--- src/hw/mmx_data_pkg.sv ---
// Data types and saturation limits for packed MMX arithmetic, imported by datapath modules
package mmx_data_pkg;

	// --------------------
	// Widths
	// --------------------

	// Full MM register
	localparam int MM_REG_W = 64;

	// Packed word lane
	localparam int MM_WORD_W = 16;

	// Packed doubleword lane
	localparam int MM_DWORD_W = 32;

	// Number of 16-bit lanes in one register
	localparam int MM_LANES = MM_REG_W / MM_WORD_W;

	// --------------------
	// Saturation limits
	// --------------------

	// Signed word limits used by PADDSW
	localparam logic [MM_WORD_W-1:0] MM_WORD_MAX = 16'h7FFF;
	localparam logic [MM_WORD_W-1:0] MM_WORD_MIN = 16'h8000;

	// --------------------
	// Types
	// --------------------

	// One MM register value
	typedef logic [MM_REG_W-1:0] mm_reg_t;

	// One word lane
	typedef logic [MM_WORD_W-1:0] mm_word_t;

	// One doubleword lane
	typedef logic [MM_DWORD_W-1:0] mm_dword_t;

endpackage

--- src/hw/mmx_ctrl_pkg.sv ---
// Control definitions for the MMX slice: opcodes, register index and writeback sources
package mmx_ctrl_pkg;

	// --------------------
	// Register file
	// --------------------

	localparam int MM_NUM_REGS = 8;
	localparam int MM_IDX_W = $clog2(MM_NUM_REGS);

	// Register index
	typedef logic [MM_IDX_W-1:0] mm_idx_t;

	// --------------------
	// ALU operations
	// --------------------

	// Codes 6 and 7 are unused and give zero
	typedef enum logic [2:0] {
		OP_PADDW  = 3'd0,
		OP_PADDD  = 3'd1,
		OP_PADDSW = 3'd2,
		OP_PSHUFW = 3'd3,
		OP_PASS   = 3'd4,
		OP_SWAP   = 3'd5
	} mm_op_e;

	// --------------------
	// Writeback sources
	// --------------------

	// Last winner of the shared write port
	typedef enum logic {
		WB_ALU  = 1'b0,
		WB_LOAD = 1'b1
	} wb_src_e;

endpackage

--- src/hw/mmx_wb_if.sv ---
// Writeback request/grant bundle; one instance per writer, connected to the arbiter
interface mmx_wb_if
	import mmx_data_pkg::*, mmx_ctrl_pkg::*;
();

	// Writer wants the write port
	logic req;

	// Write happens at the edge where this is high
	logic grant;

	// Destination register and its value
	mm_idx_t idx;
	mm_reg_t data;

	// Pipe side
	modport writer (
		output req,
		output idx,
		output data,
		input grant
	);

	// Arbiter side
	modport arbiter (
		input req,
		input idx,
		input data,
		output grant
	);

endinterface

--- src/hw/mmx_alu.sv ---
// Combinational packed ALU; computes all six MMX operations and selects one by opcode
module mmx_alu
	import mmx_data_pkg::*, mmx_ctrl_pkg::*;
(
	input mm_reg_t a,
	input mm_reg_t b,
	input logic [7:0] imm,
	input mm_op_e op,
	output mm_reg_t result
);

	mm_reg_t paddw_res;
	mm_reg_t paddd_res;
	mm_reg_t paddsw_res;
	mm_reg_t pshufw_res;
	mm_word_t b_lane [MM_LANES];

	// --------------------
	// Wrapping adds
	// --------------------

	always_comb begin
		paddw_res = '0;
		for (int i = 0; i < MM_LANES; i++) begin
			paddw_res[i*MM_WORD_W +: MM_WORD_W] =
				a[i*MM_WORD_W +: MM_WORD_W] + b[i*MM_WORD_W +: MM_WORD_W];
		end
	end

	// Two dword lanes, carries stop at bit 31
	always_comb begin : paddd_lanes
		mm_dword_t lo;
		mm_dword_t hi;
		lo = a[MM_DWORD_W-1:0] + b[MM_DWORD_W-1:0];
		hi = a[MM_REG_W-1:MM_DWORD_W] + b[MM_REG_W-1:MM_DWORD_W];
		paddd_res = {hi, lo};
	end

	// --------------------
	// Saturating add
	// --------------------

	always_comb begin : paddsw_lanes
		mm_word_t wa;
		mm_word_t wb;
		mm_word_t sum;
		paddsw_res = '0;
		for (int i = 0; i < MM_LANES; i++) begin
			wa = a[i*MM_WORD_W +: MM_WORD_W];
			wb = b[i*MM_WORD_W +: MM_WORD_W];
			sum = wa + wb;
			// Overflow only when both signs agree and the sum flips
			if (!wa[MM_WORD_W-1] && !wb[MM_WORD_W-1] && sum[MM_WORD_W-1]) begin
				paddsw_res[i*MM_WORD_W +: MM_WORD_W] = MM_WORD_MAX;
			end else if (wa[MM_WORD_W-1] && wb[MM_WORD_W-1] && !sum[MM_WORD_W-1]) begin
				paddsw_res[i*MM_WORD_W +: MM_WORD_W] = MM_WORD_MIN;
			end else begin
				paddsw_res[i*MM_WORD_W +: MM_WORD_W] = sum;
			end
		end
	end

	// --------------------
	// Word shuffle
	// --------------------

	always_comb begin
		for (int i = 0; i < MM_LANES; i++) begin
			b_lane[i] = b[i*MM_WORD_W +: MM_WORD_W];
		end
	end

	// Output lane i picks source lane imm[2i+1:2i]
	always_comb begin
		pshufw_res = '0;
		for (int i = 0; i < MM_LANES; i++) begin
			pshufw_res[i*MM_WORD_W +: MM_WORD_W] = b_lane[imm[2*i +: 2]];
		end
	end

	// Result select
	always_comb begin
		case (op)
			OP_PADDW:  result = paddw_res;
			OP_PADDD:  result = paddd_res;
			OP_PADDSW: result = paddsw_res;
			OP_PSHUFW: result = pshufw_res;
			OP_PASS:   result = a;
			OP_SWAP:   result = b;
			default:   result = '0;
		endcase
	end

endmodule

--- src/hw/mmx_regfile.sv ---
// Eight 64-bit MM registers; one write port, three combinational read ports (A, B, store)
module mmx_regfile
	import mmx_data_pkg::*, mmx_ctrl_pkg::*;
(
	input logic clk,
	input logic reset,
	input logic we,
	input mm_idx_t widx,
	input mm_reg_t wdata,
	input mm_idx_t ridx_a,
	input mm_idx_t ridx_b,
	input mm_idx_t ridx_s,
	output mm_reg_t rdata_a,
	output mm_reg_t rdata_b,
	output mm_reg_t rdata_s
);

	mm_reg_t regs [MM_NUM_REGS];

	// --------------------
	// Write port
	// --------------------

	always_ff @(posedge clk) begin
		if (reset) begin
			for (int i = 0; i < MM_NUM_REGS; i++) begin
				regs[i] <= '0;
			end
		end else if (we) begin
			regs[widx] <= wdata;
		end
	end

	// --------------------
	// Read ports
	// --------------------

	// Old value is seen during the write cycle
	assign rdata_a = regs[ridx_a];
	assign rdata_b = regs[ridx_b];

	// Store port
	assign rdata_s = regs[ridx_s];

endmodule

--- src/hw/mmx_alu_pipe.sv ---
// ALU issue stage; captures one packed ALU result and holds it until the arbiter grants writeback
module mmx_alu_pipe
	import mmx_data_pkg::*, mmx_ctrl_pkg::*;
(
	input logic clk,
	input logic reset,
	input logic issue,
	input mm_op_e op,
	input logic [7:0] imm,
	input mm_idx_t dst,
	input mm_reg_t opnd_a,
	input mm_reg_t opnd_b,
	output logic busy,
	mmx_wb_if.writer wb
);

	mm_reg_t alu_result;
	logic accept;

	// Holding register
	logic hold_valid;
	mm_idx_t hold_idx;
	mm_reg_t hold_data;

	mmx_alu alu_i (
		.a(opnd_a),
		.b(opnd_b),
		.imm(imm),
		.op(op),
		.result(alu_result)
	);

	// Strobes while busy are dropped
	assign accept = issue && !hold_valid;

	// --------------------
	// Entry control
	// --------------------

	always_ff @(posedge clk) begin
		if (reset) begin
			hold_valid <= 1'b0;
		end else if (accept) begin
			hold_valid <= 1'b1;
		end else if (wb.grant) begin
			hold_valid <= 1'b0;
		end
	end

	// Payload
	always_ff @(posedge clk) begin
		if (accept) begin
			hold_idx <= dst;
			hold_data <= alu_result;
		end
	end

	assign busy = hold_valid;
	assign wb.req = hold_valid;
	assign wb.idx = hold_idx;
	assign wb.data = hold_data;

endmodule

--- src/hw/mmx_load_pipe.sv ---
// Load stage; formats MOVQ or MOVD data and holds it until the arbiter grants writeback
module mmx_load_pipe
	import mmx_data_pkg::*, mmx_ctrl_pkg::*;
(
	input logic clk,
	input logic reset,
	input logic valid,
	input logic wide,
	input mm_idx_t dst,
	input mm_reg_t data,
	output logic busy,
	mmx_wb_if.writer wb
);

	mm_dword_t low_dword;
	mm_reg_t formatted;
	logic accept;

	logic hold_valid;
	mm_idx_t hold_idx;
	mm_reg_t hold_data;

	// MOVQ keeps all 64 bits, MOVD zero-extends the low half
	assign low_dword = data[MM_DWORD_W-1:0];
	assign formatted = wide ? data : mm_reg_t'(low_dword);

	assign accept = valid && !hold_valid;

	// --------------------
	// Holding register
	// --------------------

	always_ff @(posedge clk) begin
		if (reset) begin
			hold_valid <= 1'b0;
		end else if (accept) begin
			hold_valid <= 1'b1;
		end else if (wb.grant) begin
			hold_valid <= 1'b0;
		end
	end

	always_ff @(posedge clk) begin
		if (accept) begin
			hold_idx <= dst;
			hold_data <= formatted;
		end
	end

	assign busy = hold_valid;
	assign wb.req = hold_valid;
	assign wb.idx = hold_idx;
	assign wb.data = hold_data;

endmodule

--- src/hw/mmx_wb_arbiter.sv ---
// Round-robin arbiter between the ALU and load pipes for the single register-file write port
module mmx_wb_arbiter
	import mmx_data_pkg::*, mmx_ctrl_pkg::*;
(
	input logic clk,
	input logic reset,
	mmx_wb_if.arbiter alu,
	mmx_wb_if.arbiter load,
	output logic we,
	output mm_idx_t widx,
	output mm_reg_t wdata
);

	wb_src_e last_winner;
	logic grant_alu;
	logic grant_load;

	// On a tie the writer that lost last time goes first
	always_comb begin
		grant_alu = 1'b0;
		grant_load = 1'b0;
		if (alu.req && load.req) begin
			if (last_winner == WB_ALU) begin
				grant_load = 1'b1;
			end else begin
				grant_alu = 1'b1;
			end
		end else begin
			grant_alu = alu.req;
			grant_load = load.req;
		end
	end

	// Only moves when someone actually wins
	always_ff @(posedge clk) begin
		if (reset) begin
			last_winner <= WB_LOAD;
		end else if (grant_alu) begin
			last_winner <= WB_ALU;
		end else if (grant_load) begin
			last_winner <= WB_LOAD;
		end
	end

	assign alu.grant = grant_alu;
	assign load.grant = grant_load;

	// Winner's payload to the write port
	assign we = grant_alu || grant_load;
	assign widx = grant_alu ? alu.idx : load.idx;
	assign wdata = grant_alu ? alu.data : load.data;

endmodule

--- src/hw/mmx_unit.sv ---
// Top of the MMX execution slice; connect issue, load and store ports to drive the unit
module mmx_unit
	import mmx_data_pkg::*, mmx_ctrl_pkg::*;
(
	input logic clk,
	input logic reset,

	// ALU issue
	input logic alu_issue,
	input mm_op_e alu_op,
	input mm_idx_t alu_src_a,
	input mm_idx_t alu_src_b,
	input mm_idx_t alu_dst,
	input logic [7:0] alu_imm,
	output logic alu_busy,

	// Load
	input logic load_valid,
	input logic load_wide,
	input mm_idx_t load_dst,
	input mm_reg_t load_data,
	output logic load_busy,

	// Store
	input mm_idx_t store_idx,
	output mm_reg_t store_data
);

	mm_reg_t rdata_a;
	mm_reg_t rdata_b;
	logic rf_we;
	mm_idx_t rf_widx;
	mm_reg_t rf_wdata;

	mmx_wb_if wb_alu ();
	mmx_wb_if wb_load ();

	// --------------------
	// Writers
	// --------------------

	mmx_alu_pipe alu_pipe_i (
		.clk(clk),
		.reset(reset),
		.issue(alu_issue),
		.op(alu_op),
		.imm(alu_imm),
		.dst(alu_dst),
		.opnd_a(rdata_a),
		.opnd_b(rdata_b),
		.busy(alu_busy),
		.wb(wb_alu.writer)
	);

	mmx_load_pipe load_pipe_i (
		.clk(clk),
		.reset(reset),
		.valid(load_valid),
		.wide(load_wide),
		.dst(load_dst),
		.data(load_data),
		.busy(load_busy),
		.wb(wb_load.writer)
	);

	// --------------------
	// Write port and registers
	// --------------------

	mmx_wb_arbiter wb_arbiter_i (
		.clk(clk),
		.reset(reset),
		.alu(wb_alu.arbiter),
		.load(wb_load.arbiter),
		.we(rf_we),
		.widx(rf_widx),
		.wdata(rf_wdata)
	);

	mmx_regfile regfile_i (
		.clk(clk),
		.reset(reset),
		.we(rf_we),
		.widx(rf_widx),
		.wdata(rf_wdata),
		.ridx_a(alu_src_a),
		.ridx_b(alu_src_b),
		.ridx_s(store_idx),
		.rdata_a(rdata_a),
		.rdata_b(rdata_b),
		.rdata_s(store_data)
	);

endmodule

--- config.mk ---
export PLATFORM = sky130hd
export DESIGN_NAME = mmx_unit
export DESIGN_NICKNAME = d
export VERILOG_FILES = /design/src/hw/mmx_data_pkg.sv /design/src/hw/mmx_ctrl_pkg.sv /design/src/hw/mmx_wb_if.sv /design/src/hw/mmx_alu.sv /design/src/hw/mmx_regfile.sv /design/src/hw/mmx_alu_pipe.sv /design/src/hw/mmx_load_pipe.sv /design/src/hw/mmx_wb_arbiter.sv /design/src/hw/mmx_unit.sv
export SDC_FILE = /design/constraint.sdc
export NUM_CORES = 1
export LEC_CHECK = 0
export BUFFER_PORTS_ARGS = -buffer_cell sky130_fd_sc_hd__buf_2
export CAP_MARGIN = 20
export CORE_ASPECT_RATIO = 1.1
export CORE_MARGIN = 5
export CORE_UTILIZATION = 40
export CTS_BUF_LIST = sky130_fd_sc_hd__clkbuf_8
export DETAILED_ROUTE_END_ITERATION = 12
export GPL_ROUTABILITY_DRIVEN = 0
export PLACE_DENSITY = 0.57
export SYNTH_ARGS = -nofsm -noshare
export SYNTH_HDL_FRONTEND = slang
export SYNTH_HIERARCHICAL = 1
export SYNTH_SLANG_ARGS = --single-unit
--- constraint.sdc ---
create_clock -name clk -period 5.73 [get_ports clk]
set_clock_uncertainty 0.15 [all_clocks]
set_input_delay 0.2865 -clock clk [delete_from_list [all_inputs] [get_ports clk]]
set_output_delay 0.2865 -clock clk [all_outputs]
set_load 0.005 [all_outputs]
---- Word level (Yosys, flattened, before mapping) ----
Memory sizes are Yosys's and may differ from the RTL's.
Cells that the tools add are included.
storage, ports and cells
  output and inout bits ................... 66
  memories ................................ 1
  bits in writable memories ............... 512
  bits of input ports ..................... 95
  bits in registers ....................... 137
operators by class
  reduce and logical (&&, ||, !) cells .... 39
  bitwise gates (word level) .............. 4
  add/subtract/negate cells ............... 6
  magnitude comparators ................... 4
  equality and inequality tests ........... 5
  muxes and demuxes ....................... 41
memories
  memory          depth  width  rd ports  clocked after Yosys merged registers in  wr ports  line               text
  regfile_i.regs  8      64     3         0                                        8         mmx_regfile.sv:18  mm_reg_t regs [MM_NUM_REGS];
operators with widths
  operator                                       count
  one-hot mux 64 bit (6 select lines)            1
  two-way mux 16 bit                             16
  binary-select mux 16 bit (select 2 bit)        4
  two-way mux 64 bit                             2
  adder 16 bit                                   4
  adder 32 bit                                   2
  OR reduction 64 bit                            1
  logical AND 1 bit                              19
  two-way mux 1 bit                              16
  logical NOT 1 bit                              14
  >= comparator 3 bit, second input constant     4
  inverter 2 -> 3 bit                            4
  == test 3 x 2 -> 1 bit, second input constant  2
  == test 3 bit, second input constant           2
  two-way mux 3 bit                              2
  nonzero test 2 bit                             3
  == test 3 x 1 -> 1 bit, second input constant  1
  logical NOT 3 bit                              1
  logical OR 1 bit                               1

---- Logic depth before layout (Yosys ltp) ----
  depth after elaboration ................. 8
  depth in mapped cells ................... 15
  gate-level depth less buffers ........... 13

---- Cells and area by module ----
Netlist, hierarchy kept.
by module, submodules not included
  module          cells each  seq. area each (um^2)  times used  area an instance (um^2)
  mmx_regfile     1898        15374.7                1           30325.3
  mmx_alu         1078        0.0                    1           8245.4
  mmx_load_pipe   107         2031.9                 1           2312.2
  mmx_alu_pipe    72          2031.9                 1           2059.5
  mmx_wb_arbiter  83          20.0                   1           949.7

---- Worst setup path before layout ----
Ideal clock, no wire load.
  path type ............................... register -> register
  start point ............................. register load_pipe_i.hold_valid (netlist: load_pipe_i/busy)
  end point ............................... memory regfile_i/regs[0][0] in the netlist's numbering, enable pin
  path slack .............................. 0.087 ns
  required time ........................... 5.081 ns
  clock period less this slack ............ 5.643 ns
  stages on the path, launching flop included .. 11
  path buffers ............................ 5
  library setup time ...................... 0.499 ns
  arrival time ............................ 4.994 ns
  cells stage by stage .................... dfxtp_1 > buf_4 > nand2b_4 > nand2_2 > buf_6 > mux2_2 > or3b_1 > buf_2 > buf_2 > clkbuf_1 > o21bai_1
RTL lines
  element                   line                 text
  start: declaration        mmx_load_pipe.sv:19  logic hold_valid;
  start signal: assignment  mmx_load_pipe.sv:35  hold_valid <= 1'b0;
  start signal: assignment  mmx_load_pipe.sv:37  hold_valid <= 1'b1;
  start signal: assignment  mmx_load_pipe.sv:39  hold_valid <= 1'b0;
  end: declaration          mmx_regfile.sv:18

==> metrics <==
Placed Area 0.0459 mm²; Most used DFF post-synth edfxtp_1; row count about 130; Synth Register Bits 649; Worst Path Arrival a little under 5 ns; Critical R2R Launch regfile_i/regs[7][41]; crit-path max FO 13; core area 0.109 mm²; final setup vio count 0; Root Driver clkbuf_8; Worst setup EP type flip-flop; DRC Markers 0; layout cell share with drive strength beyond 1 34.9%; PortBufs 160; clock slew at reported path FFs roughly 0.070 ns; Layout fillers a little under 10k; Fmax 0.220 GHz; Final Instance Area 0.0488 mm²; global-route wire length before repair around 220 mm; sw power between 0.004 and 0.005 W; Via-to-Cell Ratio 6.46; clock share of power 30.5%; worst hold start load_data[31]; DRT antenna net count 0; syn_area_per_cell 13.6 µm²; Synth Net Count ~3.4k; Bufs and invs on worst path 0; total CTS buffers ~110; Gate Count Post-Synth 3,238; Clock Latency Late Sink 0.78 ns; total gr overflow 0; H-tree depth 3; antenna violations before repair 13; CP required 6.04 ns; Internal 0.00921 W; routed vias 31.4k; CTS tree done; Max-cap violations 0; status completed; Total Die Area roughly 0.12 mm²; Slowest cell on crit path nor2_1; routed wire length between 100 and 150 mm; fraction of registers with async set/reset 0%; Final HPWL DP 94.4 mm; sequential power share 43.0%; proportion of power drawn by combinational gates a little over a quarter; gr usage total 24.7%; largest net degree at the start of global routing 142; Startpoint Class flip-flop; TritonRoute pass-1 iters 7; Die H between 300 and 400 µm; post-synthesis sequential area ratio between 40% and 50%; # Post-CTS Setup Buffers 0; Syn-to-layout area delta 11.2%; max_slew headroom 25.8%; vias in the first global route 32.1k; Net Sw Frac roughly a third; Num Clock Sinks 649; Netlist cell types 89; CP max stage delay 0.71 ns; Final Critical Period 4.55 ns; Pleak 16.8 nW; cell family with most CP delay compound AO/OA/AOI/OAI gates; Final #Nets 3,526; Tcrit/Tclk final roughly four fifths; IO Pins 161; Final Max Tran Viols 0; Initial Util between 40% and 50%; FF/Latch Area 0.0195 mm²; routed len/inst around 30 µm; Hold Crit Class input pin to flip-flop; worst-margin pin slew 1.11 ns; number of enable flip-flop cells after synthesis 646; die width 326 µm; area of the multi-input gates 0.0225 mm²; synth warn 6; DRT iter0 DRCs 3,264; CTS Buffer Depth 3; RSZ-0062 raised after global routing false; Critical Path Start regfile_i/regs[7][41]; setup TNS 0 ns; Worst Setup Path Type flip-flop to flip-flop; Cell Pwr Density 277 mW/mm²; worst path cell trace mux4_2 > mux2_2 > ha_1 > a21oi_1 > a21boi_0 > o311ai_1 > a311o_1 > o311a_1 > a21oi_2 > nor2_1 > o21ai_0; Netlist Area Pre-Place 0.0439 mm²; Peak supply drop between 0.15 and 0.2 mV; Hold Violations, Final 0
## placed cells by master, fill, tap and decap left out, types with 28 or more instances in the layout
cell           instances
a21oi_1               91
a221oi_1              28
and2_2                32
buf_2                150
buf_4                 60
clkbuf_8             121
clkinv_1              90
dlygate4sd3_1         77
edfxtp_1             646
ha_1                  68
inv_1                 82
mux2_2               268
mux2i_1               45
mux4_2               448
nand2_1               93
nor2_1               100
nor3_1               530
o21ai_0               78
## logic make-up (layout without fill, tap and decap cells)
| kind of cell | after synthesis | in the layout | synth area share, % |
|---|---|---|---|
| AOI/OAI and AO/OA | 405 | 405 | 6.39 |
| xor gates and xnor gates | 44 | 44 | 0.878 |
| adders and majority gates | 72 | 72 | 2.12 |
| buffers and inverters | 420 | 626 | 4.75 |
| DFF | 649 | 649 | 44.3 |
| muxes | 780 | 780 | 31.5 |
| other | 0 | 7 | 0 |
| and+or+nand+nor | 868 | 868 | 9.99 |
## layer usage
metal,share of wire (%),up-vias,track usage [%],wire (µm)
met2,49,1493,41.9,71700
met5,0.032,-,0,47
met1,39,16224,31.9,57100
met4,4.1,8,9.96,6060
met3,7.7,314,4.33,11300
li1,-,13403,-,-
## worst register-to-register path: stages (launching register included)
cell and delay (ns):
edfxtp_1 0.43, mux4_2 0.49, mux2_2 0.34, ha_1 0.36, a21oi_1 0.28, a21boi_0 0.17, o311ai_1 0.42, a311o_1 0.24
o311a_1 0.28, a21oi_2 0.12, nor2_1 0.71, o21ai_0 0.25
## per-stage QoR
stage / power [W] / worst slack [ns] / hold slack (ns) / util (%) / std cells
2_1_floorplan: 0.00828 / 0.0870 / 0.209 / - / 3238
3_3_place_gp: 0.00941 / 0.647 / 0.314 / 42.1 / 4587
3_5_place_dp: 0.00942 / 0.647 / 0.315 / 42.1 / 4587
4_1_cts: 0.0136 / 1.15 / 0.00877 / 44.8 / 4863
5_1_grt: 0.0141 / 0.865 / 0.0413 / 44.8 / 4864
6_report: 0.0135 / 1.18 / 0.0683 / 44.8 / 4870
## sequential cells by signal, indices dropped and copies added (netlist names)
name,flops
load_pipe_i/wb.idx,3
alu_pipe_i/busy,1
alu_pipe_i/wb.idx,3
load_pipe_i/wb.data,64
load_pipe_i/busy,1
regfile_i/regs,512
wb_arbiter_i/last_winner,1
alu_pipe_i/wb.data,64
## worst paths after layout
check,end,slack [ns],depth (start not counted)
hold / removal,load_pipe_i/wb.data[31],0.07,2
setup / recovery,alu_pipe_i/wb.data[42],1.18,11
hold reg to reg,wb_arbiter_i/last_winner,0.35,2
setup reg to reg,alu_pipe_i/wb.data[42],1.18,11
## cell usage after synthesis, types with 19 or more instances
master	n	share of area (%)
a211oi_1	21	0.36
a21o_1	26	0.44
a21oi_1	91	1.0
a221oi_1	28	0.56
and2_2	32	0.55
buf_1	50	0.43
buf_2	54	0.62
buf_6	52	1.3
clkbuf_1	140	1.2
clkinv_1	64	0.55
edfxtp_1	646	44
ha_1	68	1.9
inv_1	45	0.38
mux2_2	268	6.9
mux2_4	19	0.65
mux2i_1	45	1.0
mux4_2	448	23
nand2_1	94	0.80
nor2_1	101	0.86
nor3_1	530	6.0
o21ai_0	78	0.89
xnor2_1	26	0.52
## final cells by class
class | count | share of cell area (%)
multi-input cells | 2169 | 46.1
clock inverters | 81 | 0.992
diodes | 7 | 0.0359
clock buffers | 118 | 3.33
inverters | 109 | 0.838
well taps | 1419 | 3.64
repair buffers | 318 | 5.22
flip-flops and latches | 649 | 39.9
## timing repair
| item | in CTS | in global routing |
|---|---|---|
| hold buffers | 77 | 0 |
| hold endpoints to repair | 100 | 0 |
| gates resized for setup | 0 | 0 |
| endpoints found under the setup margin | 0 | 0 |
## power groups by stage
stage / Combinational [W] / Clock, W / Sequential [W]
after global placement: 0.00351 / 0 / 0.00590
after floorplan: 0.00249 / 0 / 0.00580
after CTS: 0.00357 / 0.00421 / 0.00581
after global routing: 0.00382 / 0.00443 / 0.00583
after detailed placement: 0.00352 / 0 / 0.00590
final: 0.00359 / 0.00413 / 0.00581
Power figures use the tool's default switching activity.
